==> src/slink_pkg.sv <==
`default_nettype none

package slink_pkg;

  // ------------------------------
  // Link constants
  // ------------------------------
  localparam int lane_w_c = 8;
  localparam int wc_w_c   = 16;
  localparam int id_w_c   = 8;
  localparam int crc_w_c  = 16;

  localparam logic [crc_w_c-1:0] crc_init_c = '1;
  localparam logic [crc_w_c-1:0] crc_poly_c = 16'h1021;

  typedef enum logic [1:0] {
    FLIT_HDR,
    FLIT_DATA,
    FLIT_LAST,
    FLIT_CRC
  } flit_kind_e;

  typedef enum logic [1:0] {
    TX_IDLE,
    TX_PAYLOAD,
    TX_GAP
  } tx_state_e;

  typedef enum logic [1:0] {
    RX_IDLE,
    RX_PAYLOAD,
    RX_CRC,
    RX_DROP
  } rx_state_e;

  // CRC-16-CCITT, one byte, MSB first, no reflection
  function automatic logic [crc_w_c-1:0] crc16_byte(
    input logic [crc_w_c-1:0]  crc,
    input logic [lane_w_c-1:0] data
  );
    logic [crc_w_c-1:0] c;
    c = crc ^ {data, 8'h00};
    for (int i = 0; i < lane_w_c; i++) begin
      c = c[crc_w_c-1] ? ((c << 1) ^ crc_poly_c) : (c << 1);
    end
    return c;
  endfunction

  function automatic logic [lane_w_c-1:0] hdr_checksum(
    input logic [id_w_c-1:0] data_id,
    input logic [wc_w_c-1:0] word_count
  );
    return data_id ^ word_count[7:0] ^ word_count[15:8];
  endfunction

endpackage

`default_nettype wire

==> src/slink_flit_if.sv <==
`timescale 1ns/1ps
`default_nettype none

interface slink_flit_if #(
  parameter int NUM_LANES = 4
);
  import slink_pkg::*;

  logic                               valid;
  flit_kind_e                         kind;
  logic [NUM_LANES-1:0][lane_w_c-1:0] data;
  logic [NUM_LANES-1:0]               byte_en;

  modport source (
    output valid, kind, data, byte_en
  );

  modport sink (
    input valid, kind, data, byte_en
  );

endinterface

`default_nettype wire

==> src/slink_tx_framer.sv <==
`timescale 1ns/1ps
`default_nettype none

module slink_tx_framer #(
  parameter int NUM_LANES = 4
) (
  input  logic                                     link_clk,
  input  logic                                     arst_n,
  input  logic                                     tx_sop,
  input  logic [slink_pkg::id_w_c-1:0]             tx_data_id,
  input  logic [slink_pkg::wc_w_c-1:0]             tx_word_count,
  input  logic [NUM_LANES*slink_pkg::lane_w_c-1:0] tx_app_data,
  output logic                                     tx_advance,
  slink_flit_if.source                             flit
);
  import slink_pkg::*;

  localparam logic [wc_w_c-1:0]    LANES_WC = wc_w_c'(NUM_LANES);
  localparam logic [NUM_LANES-1:0] HDR_EN   = NUM_LANES'(4'hf);

  tx_state_e                          state;
  logic [wc_w_c-1:0]                  bytes_left;
  logic                               last_word;
  logic [NUM_LANES-1:0]               lane_en;
  logic [NUM_LANES-1:0][lane_w_c-1:0] app_lanes;
  logic [NUM_LANES-1:0][lane_w_c-1:0] pay_lanes;
  logic [NUM_LANES-1:0][lane_w_c-1:0] hdr_lanes;

  assign app_lanes  = tx_app_data;
  assign last_word  = (bytes_left <= LANES_WC);
  assign tx_advance = (state == TX_PAYLOAD);

  // Byte enables and zero padding for the current word
  always_comb begin
    for (int i = 0; i < NUM_LANES; i++) begin
      lane_en[i]   = (bytes_left > wc_w_c'(i));
      pay_lanes[i] = lane_en[i] ? app_lanes[i] : '0;
    end
  end

  always_comb begin
    hdr_lanes    = '0;
    hdr_lanes[0] = tx_data_id;
    hdr_lanes[1] = tx_word_count[7:0];
    hdr_lanes[2] = tx_word_count[15:8];
    hdr_lanes[3] = hdr_checksum(tx_data_id, tx_word_count);
  end

  always_ff @(posedge link_clk or negedge arst_n) begin
    if (!arst_n) begin
      state      <= TX_IDLE;
      bytes_left <= '0;
      flit.valid <= 1'b0;
    end else begin
      case (state)
        TX_IDLE: begin
          flit.valid <= tx_sop;
          if (tx_sop) begin
            bytes_left <= tx_word_count;
            state      <= TX_PAYLOAD;
          end
        end
        TX_PAYLOAD: begin
          flit.valid <= 1'b1;
          if (last_word) begin
            state <= TX_GAP;
          end else begin
            bytes_left <= bytes_left - LANES_WC;
          end
        end
        // Free slot for the CRC flit
        default: begin
          flit.valid <= 1'b0;
          state      <= TX_IDLE;
        end
      endcase
    end
  end

  always_ff @(posedge link_clk) begin
    if (state == TX_IDLE) begin
      flit.kind    <= FLIT_HDR;
      flit.data    <= hdr_lanes;
      flit.byte_en <= HDR_EN;
    end else begin
      flit.kind    <= last_word ? FLIT_LAST : FLIT_DATA;
      flit.data    <= pay_lanes;
      flit.byte_en <= lane_en;
    end
  end

  a_sop_wc_nonzero: assert property (
    @(posedge link_clk) disable iff (!arst_n)
    (state == TX_IDLE && tx_sop) |-> (tx_word_count != '0)
  );

endmodule

`default_nettype wire

==> src/slink_tx_crc.sv <==
`timescale 1ns/1ps
`default_nettype none

module slink_tx_crc #(
  parameter int NUM_LANES = 4
) (
  input  logic                                     link_clk,
  input  logic                                     arst_n,
  slink_flit_if.sink                               flit,
  output logic                                     phy_tx_valid,
  output logic [NUM_LANES*slink_pkg::lane_w_c-1:0] phy_tx_data
);
  import slink_pkg::*;

  flit_kind_e                         out_kind;
  logic                               insert_crc;
  logic [crc_w_c-1:0]                 crc_q;
  logic [crc_w_c-1:0]                 crc_next;
  logic [NUM_LANES-1:0][lane_w_c-1:0] crc_lanes;

  // CRC goes out right after the last payload flit
  assign insert_crc = phy_tx_valid && (out_kind == FLIT_LAST);

  always_comb begin
    crc_next = (flit.kind == FLIT_HDR) ? crc_init_c : crc_q;
    for (int i = 0; i < NUM_LANES; i++) begin
      if (flit.byte_en[i] && (flit.kind inside {FLIT_DATA, FLIT_LAST})) begin
        crc_next = crc16_byte(crc_next, flit.data[i]);
      end
    end
  end

  always_comb begin
    crc_lanes    = '0;
    crc_lanes[0] = crc_q[7:0];
    crc_lanes[1] = crc_q[15:8];
  end

  always_ff @(posedge link_clk or negedge arst_n) begin
    if (!arst_n) begin
      crc_q        <= crc_init_c;
      phy_tx_valid <= 1'b0;
      out_kind     <= FLIT_HDR;
    end else begin
      if (flit.valid) begin
        crc_q <= crc_next;
      end
      phy_tx_valid <= flit.valid || insert_crc;
      out_kind     <= insert_crc ? FLIT_CRC : flit.kind;
    end
  end

  always_ff @(posedge link_clk) begin
    phy_tx_data <= insert_crc ? crc_lanes : flit.data;
  end

  // Framer must leave the CRC slot empty
  a_crc_slot_free: assert property (
    @(posedge link_clk) disable iff (!arst_n)
    insert_crc |-> !flit.valid
  );

endmodule

`default_nettype wire

==> src/slink_rx_parser.sv <==
`timescale 1ns/1ps
`default_nettype none

module slink_rx_parser #(
  parameter int NUM_LANES = 4
) (
  input  logic                                     link_clk,
  input  logic                                     arst_n,
  input  logic                                     phy_rx_valid,
  input  logic [NUM_LANES*slink_pkg::lane_w_c-1:0] phy_rx_data,
  output logic                                     rx_hdr_err,
  slink_flit_if.source                             flit
);
  import slink_pkg::*;

  localparam logic [wc_w_c-1:0]    LANES_WC = wc_w_c'(NUM_LANES);
  localparam logic [NUM_LANES-1:0] HDR_EN   = NUM_LANES'(4'hf);
  localparam logic [NUM_LANES-1:0] CRC_EN   = NUM_LANES'(2'b11);

  rx_state_e                          state;
  logic [wc_w_c-1:0]                  bytes_left;
  logic [wc_w_c-1:0]                  hdr_wc;
  logic                               hdr_ok;
  logic                               last_word;
  logic [NUM_LANES-1:0]               lane_en;
  logic [NUM_LANES-1:0][lane_w_c-1:0] rx_lanes;
  logic [NUM_LANES-1:0][lane_w_c-1:0] pay_lanes;

  assign rx_lanes  = phy_rx_data;
  assign hdr_wc    = {rx_lanes[2], rx_lanes[1]};
  assign hdr_ok    = (rx_lanes[3] == hdr_checksum(rx_lanes[0], hdr_wc));
  assign last_word = (bytes_left <= LANES_WC);

  always_comb begin
    for (int i = 0; i < NUM_LANES; i++) begin
      lane_en[i]   = (bytes_left > wc_w_c'(i));
      pay_lanes[i] = lane_en[i] ? rx_lanes[i] : '0;
    end
  end

  always_ff @(posedge link_clk or negedge arst_n) begin
    if (!arst_n) begin
      state      <= RX_IDLE;
      bytes_left <= '0;
      flit.valid <= 1'b0;
      rx_hdr_err <= 1'b0;
    end else begin
      flit.valid <= 1'b0;
      rx_hdr_err <= 1'b0;
      case (state)
        RX_IDLE: begin
          if (phy_rx_valid && hdr_ok) begin
            flit.valid <= 1'b1;
            bytes_left <= hdr_wc;
            state      <= RX_PAYLOAD;
          end else if (phy_rx_valid) begin
            rx_hdr_err <= 1'b1;
            state      <= RX_DROP;
          end
        end
        RX_PAYLOAD: begin
          if (phy_rx_valid) begin
            flit.valid <= 1'b1;
            if (last_word) begin
              state <= RX_CRC;
            end else begin
              bytes_left <= bytes_left - LANES_WC;
            end
          end
        end
        RX_CRC: begin
          if (phy_rx_valid) begin
            flit.valid <= 1'b1;
            state      <= RX_IDLE;
          end
        end
        // Skip the rest of a bad packet
        default: begin
          if (!phy_rx_valid) begin
            state <= RX_IDLE;
          end
        end
      endcase
    end
  end

  always_ff @(posedge link_clk) begin
    case (state)
      RX_IDLE: begin
        flit.kind    <= FLIT_HDR;
        flit.data    <= rx_lanes;
        flit.byte_en <= HDR_EN;
      end
      RX_PAYLOAD: begin
        flit.kind    <= last_word ? FLIT_LAST : FLIT_DATA;
        flit.data    <= pay_lanes;
        flit.byte_en <= lane_en;
      end
      default: begin
        flit.kind    <= FLIT_CRC;
        flit.data    <= rx_lanes;
        flit.byte_en <= CRC_EN;
      end
    endcase
  end

endmodule

`default_nettype wire

==> src/slink_rx_crc_check.sv <==
`timescale 1ns/1ps
`default_nettype none

module slink_rx_crc_check #(
  parameter int NUM_LANES = 4
) (
  input  logic                                     link_clk,
  input  logic                                     arst_n,
  slink_flit_if.sink                               flit,
  output logic                                     rx_sop,
  output logic [slink_pkg::id_w_c-1:0]             rx_data_id,
  output logic [slink_pkg::wc_w_c-1:0]             rx_word_count,
  output logic [NUM_LANES*slink_pkg::lane_w_c-1:0] rx_app_data,
  output logic                                     rx_valid,
  output logic                                     rx_crc_corrupted
);
  import slink_pkg::*;

  logic [crc_w_c-1:0] crc_q;
  logic [crc_w_c-1:0] crc_next;
  logic [crc_w_c-1:0] crc_rx;
  logic               is_payload;
  logic               after_last;

  assign is_payload = flit.kind inside {FLIT_DATA, FLIT_LAST};
  assign crc_rx     = {flit.data[1], flit.data[0]};

  always_comb begin
    crc_next = (flit.kind == FLIT_HDR) ? crc_init_c : crc_q;
    for (int i = 0; i < NUM_LANES; i++) begin
      if (flit.byte_en[i] && is_payload) begin
        crc_next = crc16_byte(crc_next, flit.data[i]);
      end
    end
  end

  always_ff @(posedge link_clk or negedge arst_n) begin
    if (!arst_n) begin
      crc_q            <= crc_init_c;
      after_last       <= 1'b0;
      rx_sop           <= 1'b0;
      rx_valid         <= 1'b0;
      rx_crc_corrupted <= 1'b0;
    end else begin
      if (flit.valid) begin
        crc_q      <= crc_next;
        after_last <= (flit.kind == FLIT_LAST);
      end
      rx_sop           <= flit.valid && (flit.kind == FLIT_HDR);
      rx_valid         <= flit.valid && is_payload;
      rx_crc_corrupted <= flit.valid && (flit.kind == FLIT_CRC) && (crc_rx != crc_q);
    end
  end

  // Header fields and payload
  always_ff @(posedge link_clk) begin
    if (flit.valid && (flit.kind == FLIT_HDR)) begin
      rx_data_id    <= flit.data[0];
      rx_word_count <= {flit.data[2], flit.data[1]};
    end
    if (flit.valid && is_payload) begin
      rx_app_data <= flit.data;
    end
  end

  a_crc_after_last: assert property (
    @(posedge link_clk) disable iff (!arst_n)
    (flit.valid && flit.kind == FLIT_CRC) |-> after_last
  );

endmodule

`default_nettype wire

==> src/slink.sv <==
`timescale 1ns/1ps
`default_nettype none

module slink #(
  parameter int NUM_LANES = 4
) (
  input  logic                                     link_clk,
  input  logic                                     arst_n,

  // Application TX
  input  logic                                     tx_sop,
  input  logic [slink_pkg::id_w_c-1:0]             tx_data_id,
  input  logic [slink_pkg::wc_w_c-1:0]             tx_word_count,
  input  logic [NUM_LANES*slink_pkg::lane_w_c-1:0] tx_app_data,
  output logic                                     tx_advance,

  // Application RX
  output logic                                     rx_sop,
  output logic [slink_pkg::id_w_c-1:0]             rx_data_id,
  output logic [slink_pkg::wc_w_c-1:0]             rx_word_count,
  output logic [NUM_LANES*slink_pkg::lane_w_c-1:0] rx_app_data,
  output logic                                     rx_valid,
  output logic                                     rx_crc_corrupted,
  output logic                                     rx_hdr_err,

  // PHY
  output logic                                     phy_tx_valid,
  output logic [NUM_LANES*slink_pkg::lane_w_c-1:0] phy_tx_data,
  input  logic                                     phy_rx_valid,
  input  logic [NUM_LANES*slink_pkg::lane_w_c-1:0] phy_rx_data
);

  slink_flit_if #(.NUM_LANES(NUM_LANES)) tx_flit ();
  slink_flit_if #(.NUM_LANES(NUM_LANES)) rx_flit ();

  // ------------------------------
  // TX path
  // ------------------------------
  slink_tx_framer #(
    .NUM_LANES     ( NUM_LANES     )
  ) u_slink_tx_framer (
    .link_clk      ( link_clk      ),
    .arst_n        ( arst_n        ),
    .tx_sop        ( tx_sop        ),
    .tx_data_id    ( tx_data_id    ),
    .tx_word_count ( tx_word_count ),
    .tx_app_data   ( tx_app_data   ),
    .tx_advance    ( tx_advance    ),
    .flit          ( tx_flit       )
  );

  slink_tx_crc #(
    .NUM_LANES     ( NUM_LANES     )
  ) u_slink_tx_crc (
    .link_clk      ( link_clk      ),
    .arst_n        ( arst_n        ),
    .flit          ( tx_flit       ),
    .phy_tx_valid  ( phy_tx_valid  ),
    .phy_tx_data   ( phy_tx_data   )
  );

  // ------------------------------
  // RX path
  // ------------------------------
  slink_rx_parser #(
    .NUM_LANES     ( NUM_LANES     )
  ) u_slink_rx_parser (
    .link_clk      ( link_clk      ),
    .arst_n        ( arst_n        ),
    .phy_rx_valid  ( phy_rx_valid  ),
    .phy_rx_data   ( phy_rx_data   ),
    .rx_hdr_err    ( rx_hdr_err    ),
    .flit          ( rx_flit       )
  );

  slink_rx_crc_check #(
    .NUM_LANES        ( NUM_LANES        )
  ) u_slink_rx_crc_check (
    .link_clk         ( link_clk         ),
    .arst_n           ( arst_n           ),
    .flit             ( rx_flit          ),
    .rx_sop           ( rx_sop           ),
    .rx_data_id       ( rx_data_id       ),
    .rx_word_count    ( rx_word_count    ),
    .rx_app_data      ( rx_app_data      ),
    .rx_valid         ( rx_valid         ),
    .rx_crc_corrupted ( rx_crc_corrupted )
  );

endmodule

`default_nettype wire

==> config.mk <==
export PLATFORM = sky130hd
export DESIGN_NAME = slink
export DESIGN_NICKNAME = d
export VERILOG_FILES = /design/src/slink_pkg.sv /design/src/slink_flit_if.sv /design/src/slink_tx_framer.sv /design/src/slink_tx_crc.sv /design/src/slink_rx_parser.sv /design/src/slink_rx_crc_check.sv /design/src/slink.sv
export SDC_FILE = /design/constraint.sdc
export NUM_CORES = 1
export LEC_CHECK = 0
export BUFFER_PORTS_ARGS = -buffer_cell sky130_fd_sc_hd__buf_2
export CAP_MARGIN = 20
export CORE_UTILIZATION = 55
export CTS_BUF_LIST = sky130_fd_sc_hd__clkbuf_4
export DETAILED_ROUTE_END_ITERATION = 8
export PLACE_DENSITY_LB_ADDON = 0.1
export SYNTH_ARGS = -nofsm -noshare
export SYNTH_HDL_FRONTEND = slang
export SYNTH_SLANG_ARGS = --single-unit
==> constraint.sdc <==
create_clock -name link_clk -period 10.4 [get_ports link_clk]
set_clock_uncertainty 0.05 [all_clocks]
set_input_delay 0.52 -clock link_clk [delete_from_list [all_inputs] [get_ports link_clk]]
set_output_delay 0.52 -clock link_clk [all_outputs]
set_load 0.05 [all_outputs]
# Yosys cells after proc, flatten, opt, wreduce, memory -nomap -nowiden
# Index checks and enable logic that the tools add are counted.
[word_totals]
ff_bits = 241
inputBits = 92
output_inout_bits = 94
word_cells = 281
[op_classes]
add_sub_neg = 2
order_cmp = 10
eq_ne = 21
mux = 113
bitwise = 76
reduce_logical = 28
[ops]
columns = ["op", "count"]
rows = [
  ["$mux 13", 64],
  ["$mux 16", 16],
  ["$not 3->3", 64],
  ["$xor 16x16->16", 8],
  ["$gt 16x1->1 const B", 4],
  ["$gt 16x2->1 const B", 4],
  ["$mux 32", 2],
  ["$mux 8", 8],
  ["$pmux 16 s2", 2],
  ["$le 16x3->1 const B", 2],
  ["$sub 16x3->16 const B", 2],
  ["$xor 8x8->8", 4],
  ["$mux 2", 11],
  ["$ne 16x16->1", 1],
  ["$logic_and 1x1->1", 14],
  ["$eq 2x2->1 const B", 5],
  ["$ne 2x2->1 const B", 5],
  ["$eq 2x1->1 const B", 4],
  ["$eq 8x8->1", 1],
  ["$logic_not 2->1", 4],
  ["$pmux 2 s2", 2],
  ["$pmux 4 s2", 1],
  ["$reduce_bool 2->1", 4],
  ["$ne 2x1->1 const B", 3],
  ["11 further kinds", 15],
]

# Logic depth before layout (Yosys ltp)
[logic_depth]
ltp_word = 74
depth_mapped = 18
depth_no_buf = 15

# By module
# A second synthesis with hierarchy kept.
[unflattened]
hier_cells = 1592
hier_area_um2 = 15522.4
[by_module_without_submodules]
columns = ["mod", "n_inst", "cells_per_inst", "area_each_um2", "seq_area_each_um2"]
rows = [
  ["slink_rx_crc_check", 1, 562, 5662.9, 2177.1],
  ["slink_tx_crc", 1, 504, 4476.8, 1136.1],
  ["slink_rx_parser", 1, 279, 2723.9, 1261.2],
  ["slink_tx_framer", 1, 247, 2658.8, 1236.2],
]

# Least setup slack after synthesis
# OpenSTA, ideal clock, no wires.
[synth_path]
kind = "flip-flop to flip-flop"
from = "register u_slink_tx_framer.flit.kind[0]"
to = "register u_slink_tx_crc.crc_q[5]"
setup_ps = 77
t_arrival_ps = 3836
t_required_ps = 10273
slack_ps = 6436
path_stages_with_launch = 17
path_buffers = 1
synth_period_minus_slack_ps = 3964
cell_sequence = "dfxtp_1 -> inv_1 -> ha_1 -> buf_6 -> or3_4 -> a2111oi_4 -> a311o_4 -> nor2_4 -> and3_1 -> a2111o_1 -> a2111oi_4 -> xnor3_1 -> and2_4 -> xnor2_4 -> xnor3_1 -> a21oi_1 -> nor2_1"
[synth_between]
elab_chain_cells = 40
elab_cells_between_ends = 72
cone_classes = "eq/ne (2); mux (37); bitwise (27); reduce/logical (6)"
[synth_rtl]
columns = ["element", "line_no", "rtl"]
rows = [
  ["start: declaration", "slink_flit_if.sv:15", "output valid, kind, data, byte_en"],
  ["start signal: assignment", "slink_tx_framer.sv:86", "flit.kind <= last_word ? FLIT_LAST : FLIT_DATA;"],
  ["$logic_not 2->1", "slink_tx_crc.sv:25", "crc_next = (flit.kind == FLIT_HDR) ? crc_init_c : crc_q;"],
  ["$mux 16", "slink_tx_crc.sv:25", ""],
  ["$xor 16x16->16", "slink_pkg.sv:42", "c = crc ^ {data, 8'h00};"],
  ["$mux 13 (4 in series)", "slink_pkg.sv:44", "c = c[crc_w_c-1] ? ((c << 1) ^ crc_poly_c) : (c << 1);"],
  ["$mux 13 or $not 3->3 (tied branches)", "-", ""],
  ["$mux 13", "slink_pkg.sv:44", ""],
  ["$not 3->3 (no line) or $mux 13 (tied branches)", "-", ""],
  ["$mux 13", "slink_pkg.sv:44", ""],
  ["[19 not listed]", "-", ""],
  ["$mux 16 or $mux 13 (tied branches)", "slink_tx_crc.sv:27, slink_pkg.sv:44", ""],
  ["$xor 16x16->16 or $mux 16 (tied branches)", "slink_pkg.sv:42, slink_tx_crc.sv:27", ""],
  ["$mux 13 or $xor 16x16->16 (tied branches)", "slink_pkg.sv:44, slink_pkg.sv:42", ""],
  ["$mux 13 (3 in series)", "slink_pkg.sv:44", ""],
  ["$mux 13 or $not 3->3 (tied branches)", "-", ""],
  ["$not 3->3 (no line) or $mux 13 (tied branches)", "-", ""],
  ["$mux 13", "slink_pkg.sv:44", ""],
  ["$mux 16 (*)", "slink_tx_crc.sv:27", "if (flit.byte_en[i] && (flit.kind inside {FLIT_DATA, FLIT_LAST})) begin"],
  ["end signal: assignment", "slink_tx_crc.sv:41", "crc_q <= crc_init_c;"],
  ["end signal: assignment", "slink_tx_crc.sv:46", "crc_q <= crc_next;"],
  ["end: declaration", "slink_tx_crc.sv:17", "logic [crc_w_c-1:0] crc_q;"],
]
# Mark *: on every way between the ends. The rest lies on a longest branch, timed or not.
# A chain may end at the register's enable or synchronous reset.

# Worst setup path after layout
[layout_path]
from = "register u_slink_rx_parser.flit.kind[1]"
to = "register u_slink_rx_crc_check.crc_q[14]"
[layout_between]
elab_chain_cells = 40
elab_cells_between_ends = 65
cone_classes = "eq/ne (2); mux (35); bitwise (22); reduce/logical (6)"
[layout_rtl]
columns = ["element", "line_no", "rtl"]
rows = [
  ["start: declaration", "slink_flit_if.sv:15", ""],
  ["start signal: assignment", "slink_rx_parser.sv:95", "flit.kind <= last_word ? FLIT_LAST : FLIT_DATA;"],
  ["$logic_not 2->1", "slink_rx_crc_check.sv:29", "crc_next = (flit.kind == FLIT_HDR) ? crc_init_c : crc_q;"],
  ["$mux 16", "slink_rx_crc_check.sv:29", ""],
  ["$xor 16x16->16", "slink_pkg.sv:42", ""],
  ["$mux 13 (5 in series)", "slink_pkg.sv:44", ""],
  ["$not 3->3 (no line)", "-", ""],
  ["$mux 13 (2 in series)", "slink_pkg.sv:44", ""],
  ["$mux 16", "slink_rx_crc_check.sv:31", "if (flit.byte_en[i] && is_payload) begin"],
  ["$xor 16x16->16", "slink_pkg.sv:42", ""],
  ["[14 not listed]", "-", ""],
  ["$not 3->3 (no line)", "-", ""],
  ["$mux 13 (2 in series)", "slink_pkg.sv:44", ""],
  ["$mux 16", "slink_rx_crc_check.sv:31", ""],
  ["$xor 16x16->16", "slink_pkg.sv:42", ""],
  ["$mux 13 (5 in series)", "slink_pkg.sv:44", ""],
  ["$not 3->3 (no line)", "-", ""],
  ["$mux 13", "slink_pkg.sv:44", ""],
  ["$mux 16 (*)", "slink_rx_crc_check.sv:31", ""],
  ["end signal: assignment", "slink_rx_crc_check.sv:39", "crc_q <= crc_init_c;"],
  ["end signal: assignment", "slink_rx_crc_check.sv:46", "crc_q <= crc_next;"],
  ["end: declaration", "slink_rx_crc_check.sv:19", "logic [crc_w_c-1:0] crc_q;"],
]
# Marked as above.

==> flow_metrics.tcl <==
set metrics [dict create \
    fmax_mhz 192 \
    crit_required_ns 10.97 \
    core_um2 26900 \
    initial_core_util 0.558 \
    cts_inserted_buffers 61 \
    synthArstFlopShare 0.320 \
    die-area_um2 27900 \
    cp-start-kind "flip-flop" \
    postCtsSetupBuffers 0 \
    vias 13100 \
    grt_pass1_vias 12200 \
    dp_hpwl_mm 32.9 \
    clk_latency_ns 0.73 \
    final_area_um2 17400 \
    synth.area.mux_share 0.0301 \
    finalCritPeriodShare 0.500 \
    maxCapViolCount 0 \
    drt_iter0_drc 1244 \
    cts_tree "built" \
    hold_viol 0 \
    slew_headroom 0.366 \
    htreeDepth 2 \
    synth_seq_area_share 0.388 \
    synth_top_family_by_area "compound AO/OA/AOI/OAI gates" \
    die_h_um 167 \
    fin_nets 1923 \
    grt_max_degree 46 \
    layout-drive-gt1-share 0.211 \
    finalSetupTns_ns 0 \
    syn_area_per_cell_um2 9.42 \
    ys.flop_type "dfxtp_1" \
    port_buffers 185 \
    ios 186 \
    finalCriticalPeriod_ns 5.20 \
    synthAdderAreaFrac 0.00835 \
    synth_nets 1693 \
    finalSetupViolCount 0 \
    dr.pass1.iters 5 \
    grt_overflow_total 0 \
    grt_util_all_layers 0.319 \
    drcViolationCount 0 \
    wl_per_cell_um 20.2 \
    critPathKind "flip-flop to flip-flop" \
    critPathCaptureType "flip-flop" \
    synth_warnings 0 \
    viasPerCell 5.92 \
    cp.arrival_ns 5.78 \
    slew_viol_final 0 \
    fp.dieW_um 167 \
    synth-compound-area-share 0.189 \
    rsz0062_at_grt "false" \
    place.gp.congestion 0.971 \
    tightest_slew_ns 0.951 \
    cts.clk_slew.worst_paths_ns 0.07 \
    area_delta_synth_final_pct 16.4 \
    r2r_setup_slack_ns 5.20 \
    wl_mm 44.8 \
    synth_xor_area_frac 0.174 \
    status "complete, no violations" \
    grt_pass1_wl_mm 69.0 \
    worstPathMaxFanout 22 \
    netlist_instances 1591 \
    dpl.cell_count 2043 \
    synth_area_um2 15000 \
    place_area_um2 16000 \
    antenna_found_initial 1 \
    synth.distinct_cells 100 \
    cts_num_sinks 241 \
    min_path_type "input port to flip-flop" \
    antenna_left 0 \
    num_rows 60 \
    ctsLongestPathBuffers 3 \
    finalNonFillerCells 2220 \
    synth_seq_cells 241 \
    synthSimpleGateAreaFrac 0.175 \
    synth-edff-count 56 \
    cts_root_buf "clkbuf_4" \
]
flip-flops by register name, indices dropped and copies added, names as in the netlist, 32 cells and up:
register	count
u_slink_rx_parser.flit.data	32
u_slink_tx_crc.phy_tx_data	32
u_slink_rx_crc_check.rx_app_data	32
u_slink_tx_framer.flit.data	32
synth_stat cells (29+ instances only):
| cell type | instances | area share |
|---|---|---|
| o21ai_0 | 84 | 0.028 |
| nor2_1 | 142 | 0.036 |
| xnor2_1 | 121 | 0.071 |
| dfxtp_1 | 108 | 0.14 |
| xor2_1 | 80 | 0.047 |
| a22o_1 | 29 | 0.017 |
| nor2b_1 | 35 | 0.015 |
| nand2_1 | 101 | 0.025 |
| dfstp_2 | 32 | 0.056 |
| o22ai_1 | 32 | 0.013 |
| edfxtp_1 | 56 | 0.11 |
| nand3_1 | 43 | 0.014 |
| inv_1 | 34 | 0.0085 |
| dfrtp_1 | 45 | 0.075 |
| a21oi_1 | 100 | 0.033 |
| clkbuf_1 | 53 | 0.013 |
| nor3_1 | 50 | 0.017 |
per-layer routing:
metal	track usage	wire, um	up-vias	share of wire
met5	0	0	-	0
met4	0.0918	897	0	0.020
met3	0.0630	3970	77	0.089
met2	0.473	19400	601	0.43
met1	0.470	20500	6226	0.46
li1	-	-	6235	-
per-stage QoR:
stage          utilization  setup WS, ns  hold slack (ns)
3_3_place_gp         0.597          5.44            0.370
4_1_cts              0.648          5.28          0.00108
2_1_floorplan            -          6.44            0.174
6_report             0.649          5.20           0.0384
5_1_grt              0.649          4.83         0.000828
3_5_place_dp         0.597          5.30            0.373
path summary, 6_finish.rpt:
check,cells after the start,end,start
max in group asynchronous,3,u_slink_rx_crc_check.rx_sop,arst_n
hold reg to reg,2,u_slink_tx_crc.out_kind[1],u_slink_tx_framer.flit.kind[1]
setup reg to reg,15,u_slink_rx_crc_check.crc_q[14],u_slink_rx_parser.flit.kind[1]
setup / recovery,15,u_slink_rx_crc_check.crc_q[14],u_slink_rx_parser.flit.kind[1]
hold / removal,2,u_slink_tx_framer.flit.data[3],tx_data_id[3]
min in group asynchronous,2,u_slink_rx_parser.bytes_left[12],arst_n
critical path: stages (launching register included):
cell      delay (ns)
dfxtp_1         0.34
inv_1           0.05
ha_1            0.55
and2_1          0.69
o21ai_0         0.24
o22ai_1         0.50
or3_1           0.20
a211oi_1        0.08
nor4bb_1        0.45
nor3_1          0.18
or3_1           0.37
a31oi_1         0.45
xor2_2          0.21
xnor2_1         0.39
mux2i_1         0.23
o221ai_1        0.12
kinds of logic (layout without fill, tap and decap cells):
group                    Yosys count  in the layout
AO/OA/AOI/OAI                    412            412
other                              0              5
flip-flops                       241            241
AND/OR/NAND/NOR                  521            521
adder cells (fa/ha/maj)           10             10
buffers and inverters            123            406
XOR/XNOR                         241            241
multiplexers                      43             43
layout make-up:
type / count / area [um^2]
clock inverters: 30 / 181
diodes: 5 / 12.5
fillers: 2242 / 9440
clock buffers: 86 / 646
flip-flops and latches: 241 / 5810
inverters: 35 / 131
well taps: 341 / 427
repair buffers: 255 / 1590
multi-input cells: 1227 / 8640
layout by cell type (no fill, tap or decap), types with 21 or more instances in the layout:
master | synthesis | routed
or3_1 | 28 | 28
dfxtp_1 | 108 | 108
inv_1 | 34 | 34
xnor2_1 | 121 | 121
and2_1 | 28 | 27
dfstp_2 | 32 | 32
clkinv_1 | 1 | 22
dlygate4sd3_1 | 0 | 55
xnor3_1 | 28 | 28
o21ai_0 | 84 | 84
nor3_1 | 50 | 50
nand3_1 | 43 | 43
dfrtp_1 | 45 | 45
a21oi_1 | 100 | 100
clkbuf_4 | 0 | 86
mux2i_1 | 26 | 26
nor2b_1 | 35 | 35
xor2_1 | 80 | 80
a31oi_1 | 21 | 21
o22ai_1 | 32 | 32
edfxtp_1 | 56 | 56
buf_2 | 22 | 185
nor2_1 | 142 | 140
nand2_1 | 101 | 101
a22o_1 | 29 | 29
repair_timing:
item	in CTS	in global routing
resized for setup	0	0
hold buffers	54	1
hold endpoints to repair	83	1
setup endpoints to repair	0	0
Power is left out: the tool's default activity adds up to more than one toggle a clock period on the data nets, which glitch-free logic cannot reach.
